==> config.mk <==
export PLATFORM = sky130hd
export DESIGN_NAME = vmd_serial_div
export DESIGN_NICKNAME = d
export VERILOG_FILES = /design/src/vmd_op_pkg.sv /design/src/vmd_stream_pkg.sv /design/src/vmd_serial_div.sv
export SDC_FILE = /design/constraint.sdc
export NUM_CORES = 2
export LEC_CHECK = 0
export BUFFER_PORTS_ARGS = -buffer_cell sky130_fd_sc_hd__buf_4
export CAP_MARGIN = 20
export CORE_UTILIZATION = 45
export DETAILED_ROUTE_END_ITERATION = 7
export SETUP_SLACK_MARGIN = 0.15
export SLEW_MARGIN = 20
export SYNTH_ARGS = -nofsm -noshare
export SYNTH_HDL_FRONTEND = slang
export SYNTH_SLANG_ARGS = --single-unit
==> constraint.sdc <==
create_clock -name clk -period 8.3 [get_ports clk]
set_input_delay 1.245 -clock clk [delete_from_list [all_inputs] [get_ports clk]]
set_output_delay 1.245 -clock clk [all_outputs]
set_load 0.03 [all_outputs]
==> src/vmd_op_pkg.sv <==
//########################################
// Multiply/divide operation definitions
// Lane data width, the M-extension
// operation codes and the small decode
// helpers shared by RTL and checker
//########################################

package vmd_op_pkg;

    localparam int XLEN = 32;

    // Bit 2 set marks the divide class
    typedef enum logic [2:0] {
        OP_MUL    = 3'd0,
        OP_MULH   = 3'd1,
        OP_MULHSU = 3'd2,
        OP_MULHU  = 3'd3,
        OP_DIV    = 3'd4,
        OP_DIVU   = 3'd5,
        OP_REM    = 3'd6,
        OP_REMU   = 3'd7
    } vmd_op_e;

    function automatic logic op_is_div(vmd_op_e op);
        return op[2];
    endfunction

    function automatic logic op_is_signed_a(vmd_op_e op);
        return op inside {OP_MUL, OP_MULH, OP_MULHSU, OP_DIV, OP_REM};
    endfunction

    function automatic logic op_is_signed_b(vmd_op_e op);
        return op inside {OP_MUL, OP_MULH, OP_DIV, OP_REM};
    endfunction

    function automatic logic op_is_high(vmd_op_e op);
        return op inside {OP_MULH, OP_MULHSU, OP_MULHU};
    endfunction

    function automatic logic op_is_rem(vmd_op_e op);
        return op inside {OP_REM, OP_REMU};
    endfunction

endpackage

==> src/vmd_stream_pkg.sv <==
//########################################
// Request and response stream types
// Bookkeeping tag and the control
// structs carried by the unit's streams
//########################################

package vmd_stream_pkg;

    // Travels unchanged from request to response
    typedef struct packed {
        logic [7:0] uuid;
        logic [4:0] rd;
        logic       wb;
        logic       sop;
        logic       eop;
    } vmd_tag_t;

    typedef struct packed {
        vmd_op_pkg::vmd_op_e op;
        vmd_tag_t            tag;
    } vmd_req_ctl_t;

    // The thread mask goes beside this struct on its own port,
    // its width is set by the lane count of the instance
    typedef struct packed {
        vmd_tag_t tag;
    } vmd_rsp_ctl_t;

endpackage
==> src/vmd_serial_div.sv <==
//########################################
// Bit-serial divider
// Lane-parallel restoring division, one
// bit per cycle, with its own idle/busy/
// done control and the RISC-V corner cases
//########################################

`timescale 1ns/100ps

module vmd_serial_div #(
    parameter int NUM_LANES = 4
) (
    input  logic                                         clk,
    input  logic                                         reset,
    input  logic                                         in_valid,
    output logic                                         in_ready,
    input  vmd_stream_pkg::vmd_tag_t                     in_tag,
    input  logic [NUM_LANES-1:0]                         in_tmask,
    input  logic                                         in_signed,
    input  logic                                         in_rem,
    input  logic [NUM_LANES-1:0][vmd_op_pkg::XLEN-1:0]   in_n,
    input  logic [NUM_LANES-1:0][vmd_op_pkg::XLEN-1:0]   in_d,
    output logic                                         out_valid,
    input  logic                                         out_ready,
    output vmd_stream_pkg::vmd_tag_t                     out_tag,
    output logic [NUM_LANES-1:0]                         out_tmask,
    output logic [NUM_LANES-1:0][vmd_op_pkg::XLEN-1:0]   out_data
);
    import vmd_op_pkg::*;
    import vmd_stream_pkg::*;

    localparam int CNT_W = $clog2(XLEN);

    typedef enum logic [1:0] {
        DIV_IDLE,
        DIV_BUSY,
        DIV_DONE
    } div_state_e;

    // Per-lane facts caught at acceptance
    typedef struct packed {
        logic dz;
        logic ovf;
        logic neg_q;
        logic neg_r;
    } lane_flags_t;

    div_state_e                        state;
    logic [CNT_W-1:0]                  step;
    logic                              accept;
    vmd_tag_t                          tag_q;
    logic [NUM_LANES-1:0]              tmask_q;
    logic                              rem_sel_q;
    lane_flags_t [NUM_LANES-1:0]       flags_in;
    lane_flags_t [NUM_LANES-1:0]       flags_q;
    logic [NUM_LANES-1:0][XLEN-1:0]    mag_n;
    logic [NUM_LANES-1:0][XLEN-1:0]    mag_d;
    logic [NUM_LANES-1:0][XLEN-1:0]    quo_q;
    logic [NUM_LANES-1:0][XLEN-1:0]    rem_q;
    logic [NUM_LANES-1:0][XLEN-1:0]    den_q;
    logic [NUM_LANES-1:0][XLEN-1:0]    quo_nxt;
    logic [NUM_LANES-1:0][XLEN-1:0]    rem_nxt;

    assign in_ready  = (state == DIV_IDLE);
    assign accept    = in_valid && in_ready;
    assign out_valid = (state == DIV_DONE);
    assign out_tag   = tag_q;
    assign out_tmask = tmask_q;

    always_ff @(posedge clk) begin
        if (reset) begin
            state <= DIV_IDLE;
            step  <= '0;
        end else begin
            case (state)
                DIV_IDLE: begin
                    step <= '0;
                    if (accept) begin
                        state <= DIV_BUSY;
                    end
                end
                DIV_BUSY: begin
                    step <= step + 1'b1;
                    if (step == CNT_W'(XLEN - 1)) begin
                        state <= DIV_DONE;
                    end
                end
                default: begin
                    if (out_ready) begin
                        state <= DIV_IDLE;
                    end
                end
            endcase
        end
    end

    // Operand magnitudes and the sign/corner flags
    always_comb begin
        logic n_neg;
        logic d_neg;
        for (int i = 0; i < NUM_LANES; i++) begin
            n_neg = in_signed && in_n[i][XLEN-1];
            d_neg = in_signed && in_d[i][XLEN-1];
            mag_n[i] = n_neg ? -in_n[i] : in_n[i];
            mag_d[i] = d_neg ? -in_d[i] : in_d[i];
            flags_in[i].dz    = (in_d[i] == '0);
            flags_in[i].ovf   = in_signed && (in_n[i] == {1'b1, {(XLEN-1){1'b0}}})
                                && (in_d[i] == '1);
            flags_in[i].neg_q = n_neg ^ d_neg;
            flags_in[i].neg_r = n_neg;
        end
    end

    // One restoring step per lane, the dividend shifts out of quo_q
    always_comb begin
        logic [XLEN:0] shifted;
        logic [XLEN:0] diff;
        for (int i = 0; i < NUM_LANES; i++) begin
            shifted = {rem_q[i], quo_q[i][XLEN-1]};
            diff    = shifted - {1'b0, den_q[i]};
            if (!diff[XLEN]) begin
                rem_nxt[i] = diff[XLEN-1:0];
                quo_nxt[i] = {quo_q[i][XLEN-2:0], 1'b1};
            end else begin
                rem_nxt[i] = shifted[XLEN-1:0];
                quo_nxt[i] = {quo_q[i][XLEN-2:0], 1'b0};
            end
        end
    end

    always_ff @(posedge clk) begin
        if (accept) begin
            tag_q     <= in_tag;
            tmask_q   <= in_tmask;
            rem_sel_q <= in_rem;
            flags_q   <= flags_in;
            quo_q     <= mag_n;
            den_q     <= mag_d;
            rem_q     <= '0;
        end else if (state == DIV_BUSY) begin
            quo_q <= quo_nxt;
            rem_q <= rem_nxt;
        end
    end

    // Sign fix-up, then the forced results of the two corner cases
    always_comb begin
        logic [XLEN-1:0] q_fix;
        logic [XLEN-1:0] r_fix;
        for (int i = 0; i < NUM_LANES; i++) begin
            q_fix = flags_q[i].neg_q ? -quo_q[i] : quo_q[i];
            r_fix = flags_q[i].neg_r ? -rem_q[i] : rem_q[i];
            if (flags_q[i].dz) begin
                q_fix = '1;
            end
            if (flags_q[i].ovf) begin
                q_fix = {1'b1, {(XLEN-1){1'b0}}};
                r_fix = '0;
            end
            out_data[i] = rem_sel_q ? r_fix : q_fix;
        end
    end

endmodule

==> Word-level counts from Yosys, hierarchy flattened <==
Cells that the tools add are included.
{ "op_classes": {"n_eq_ne": 13, "n_bitwise": 4, "n_mux": 47, "reduce_logical": 26, "add_sub_neg": 21} }
{ "op_table": {"columns": ["operator", "count"], "rows": [
  ["$mux 32", 36],
  ["$neg 32->32", 16],
  ["$eq 32x32->1 const B", 8],
  ["$mux 128", 2],
  ["$sub 33x32->33", 4],
  ["$logic_not 32->1", 4],
  ["$logic_and 1x1->1", 17],
  ["$pmux 5 s2", 1],
  ["$mux 2", 3],
  ["$add 5x1->5 const B", 1],
  ["$eq 5x5->1 const B", 1],
  ["$mux 1", 4],
  ["$pmux 2 s2", 1],
  ["$reduce_bool 2->1", 2],
  ["$xor 1x1->1", 4],
  ["$reduce_and 3->1", 1],
  ["$reduce_bool 3->1", 1],
  ["$eq 2x1->1 const B", 1],
  ["$eq 2x2->1 const B", 1],
  ["$logic_not 2->1", 1],
  ["$ne 2x1->1 const B", 1],
  ["$ne 2x2->1 const B", 1]
]} }
{ "totals": {"wordCells": 148, "register_bits": 428, "out_inout_bits": 150} }

==> Depth between registers and ports, before layout <==
{ "depth": {"word_depth": 5, "ltp_mapped": 14, "ltp_nobuf": 12} }

==> Worst setup path before layout <==
OpenSTA, ideal clock, no wires.
{ "synth_path": {"path_kind": "input -> register", "from": "input port in_valid", "to": "register quo_q[1] (netlist name), data pin", "setup_ns": 0.501, "arrival_ns": 6.336, "setup_slack_ns": 1.463, "path_stages": 4, "path_cell_list": "nand2_1 clkinv_1 buf_1 a31oi_1"} }
{ "synth_via": {"elab_chain_cells": 2} }
{ "synth_lines": {"columns": ["element", "line_no", "rtl"], "rows": [
  ["from (decl)", "vmd_serial_div.sv:15", "input logic in_valid,"],
  ["$logic_and 1x1->1", "vmd_serial_div.sv:65", "assign accept = in_valid && in_ready;"],
  ["named net accept", "vmd_serial_div.sv:50", "logic accept;"],
  ["$mux 128", "vmd_serial_div.sv:132", "if (accept) begin"],
  ["to (signal assigned)", "vmd_serial_div.sv:137", "quo_q <= mag_n;"],
  ["to (signal assigned)", "vmd_serial_div.sv:141", "quo_q <= quo_nxt;"],
  ["to (decl)", "vmd_serial_div.sv:58", "logic [NUM_LANES-1:0][XLEN-1:0] quo_q;"]
]} }
The timed path passes the listed nets, and every way through them passes these cells.
A chain may end at the register's enable or synchronous reset.

==> summary.md <==
| Metric | Value |
|---|---|
| Most common cell after layout, fill and taps aside | nand2_1 |
| Worst EP arrival | 4430 ps |
| Syn nets | 4,634 |
| WHS Endpoint | step[2] |
| WL/cell | 19.5 um |
| PwrDens | 293 nW/um^2 |
| P&R area growth vs syn | 16.7% |
| Post-cts hold buffer count | 0 |
| Post-CTS setup buffer count | 0 |
| Initial DRC Count | 2,325 |
| Maximum capacitance violations | 0 |
| Area fraction of the dominant cell type after synthesis | 0.250 |
| Nets | 4,938 |
| Reg2reg end | rem_q[54] |
| Library cells used by synthesis | 81 |
| Top FF cell, synth | edfxtp_1 |
| LEAKAGE | 16.7 nW |
| Minimum clock period | 5680 ps |
| CP Data Required Time | 7050 ps |
| Antenna Violating Nets Remaining | 0 |
| Die Span Y | 282 um |
| Synth Cell Area | 35,200 sq um |
| Async S/R FF share, synth | 0 |
| Vias in the first global route | 29,900 |
| Die ar. | 79,200 sq um |
| CTS Buf Count | 53 |
| Post-synth EDFFs | 293 |
| Setup slack at placement | 3280 ps |
| CP Capture Type | output port |
| DP Wirelength | 81.9 mm |
| DRC Markers | 0 |
| Reg2reg start | quo_q[63] |
| VDD IR-drop max | 0.000187 V |
| DR vias | 32,600 |
| WS Path Type | reg -> out |
| Share of cells above drive strength 1 | 0.128 |
| CTS clk-pin slew, worst paths | 70 ps |
| Most frequent cells in the layout | 499 x nand2_1, 451 x buf_4, 409 x o21ai_0 |
| Num ports | 432 |
| Core area | 77,300 sq um |
| Total GRT Usage | 0.265 |
| Largest net degree at the start of global routing | 120 |
| Die Width | 282 um |
| R2r setup slk | 3930 ps |
| Clk_lat worst skew | 620 ps |
| Fin worst setup slack | 2620 ps |
| Reg2Reg Depth | 12 |
| Crit Path Max Fanout | 8 |
| Tcrit/Tclk final | 0.684 |
| Hold path cells | 2 |
| H-tree depth | 2 |
| First-pass GRT wire length | 167 mm |
| CTS Buffer Depth | 3 |
| Run status | complete, no violations |
| Total chip power | 12.0 mW |
| Worst slew pin tran | 1150 ps |
| Max Fclk | 176 MHz |
| Final setup vio count | 0 |
| Final hold violation count | 0 |
| Min-Delay Path Class | reg -> reg |
| Pins Over Slew Limit | 0 |
| Placer congestion estimate | 0.910 |
| Beginning of the worst hold path | step[2] |
| Remaining global-route overflow | 0 |
| DR pass1 iterations | 8 |
| Worst Setup Start Kind | flop |
| Synth area leader | edfxtp_1 |
| Synth top area cells | edfxtp_1 25%, xor2_1 9.1%, dfxtp_1 7.7%, o21ai_0 5.8%, ha_1 5.3% |
| Setup TNS | 0 ps |
| CTS Sinks | 428 |
| Layout Skew | 27.0 ps |
| Initial Util | 0.455 |
| Vias per inst | 5.84 |
| Syn Area/Cell | 8.37 sq um |
| Rows | 102 |
| Synth warnings | 0 |
| IO Port Bufs | 431 |
| Total Wirelength | 109 mm |
| Initial antenna violation count | 1 |
| Relative slew slack | 0.230 |
| Gate Count Post-Synth | 4,198 |
| Post-synthesis sequential area ratio | 0.327 |
| RSZ-0062 raised after global routing | no |
| Clock tree from TritonCTS | done |
| CTS Root Cell | clkbuf_16 |
| Yosys reg bits | 428 |
| Post-CTS sizing | 0 |
-- how the worst max path moves through the flow --
stage	endpoint	start
3_3_place_gp	out_data[62]	rem_q[38]
2_1_floorplan	quo_q[1]	in_valid
3_5_place_dp	out_data[61]	rem_q[38]
6_report	out_data[61]	rem_q[38]
4_1_cts	out_data[61]	rem_q[38]
5_1_grt	out_data[61]	rem_q[38]
-- logic make-up after synthesis --
kind of cell,after synthesis,synth area share
AOI/OAI and AO/OA,1206,0.222
xor gates and xnor gates,568,0.142
adders and majority gates,154,0.0557
DFF,428,0.327
muxes,89,0.0254
and+or+nand+nor,1327,0.182
buffers and inverters,426,0.0457
-- power breakdown --
part	total, mW	internal [mW]	switching (mW)
registers	3.46	2.75	0.709
clock network	2.44	1.48	0.958
logic	6.13	2.50	3.63
total	12.0	6.73	5.30
-- area by class of cell --
class                      instances  area, sq um
sequential                       428        11500
inverter                         221          842
tap                             1040         1300
timing repair buffer             454         3440
clock inverter                    24          300
clock buffer                      76         1520
antenna                            1         2.50
multi-input combinational       3344        22100
fill                            7515        36300
-- Yosys cell counts, types with 9 or more instances --
library cell  number
nand2_1          500
o21ai_0          409
xor2_1           367
edfxtp_1         293
nor2_1           235
inv_1            220
a21oi_1          214
xnor2_1          201
clkbuf_1         184
ha_1             150
dfxtp_1          135
a221oi_1         118
o31ai_1          111
nor3_1           100
mux2i_1           87
nand3_1           78
nand4_1           70
a21o_1            55
nor4_1            52
or3_1             50
o41ai_1           48
or4_1             43
nor2b_1           40
nand2b_1          38
o211ai_1          33
and3_1            31
o21a_1            31
a211oi_1          29
a31oi_1           28
and2_1            21
o21bai_1          20
buf_1             16
or2_2             15
nand3b_1          14
nor3b_1           13
o2111ai_1         12
a21boi_0           9
-- worst max-delay path, cell delays in order, from the launching register on --
cell	delay (ps)
dfxtp_1	390
or4_4	590
or4_4	450
or4_4	560
or4_4	460
or3_4	380
o31ai_1	280
xor2_1	120
a221oi_1	370
buf_4	230
-- sequential cells by signal, summed over array words and instances, names as in the netlist --
register	count
step	5
quo_q	128
rem_sel_q	1
out_tag	16
flags_q	16
den_q	128
out_tmask	4
rem_q	128
state	2
-- per-stage QoR --
step / hold slack (ps) / utilization / instances / instance area, sq um
2_1_floorplan: 460 / - / 4198 / 35200
3_3_place_gp: 489 / 0.506 / 5485 / 39200
3_5_place_dp: 490 / 0.507 / 5486 / 39200
4_1_cts: 500 / 0.530 / 5586 / 41000
5_1_grt: 527 / 0.530 / 5587 / 41000
6_report: 505 / 0.530 / 5588 / 41000
-- per-layer routing --
metal	vias up	global-route usage	routed length, um
met1	15500	0.365	49600
met2	909	0.429	50100
met4	2	0.0934	3740
li1	16100	-	-
met5	-	0	13
met3	178	0.0285	5720
Note: power is estimated with default switching activity, not from simulation.
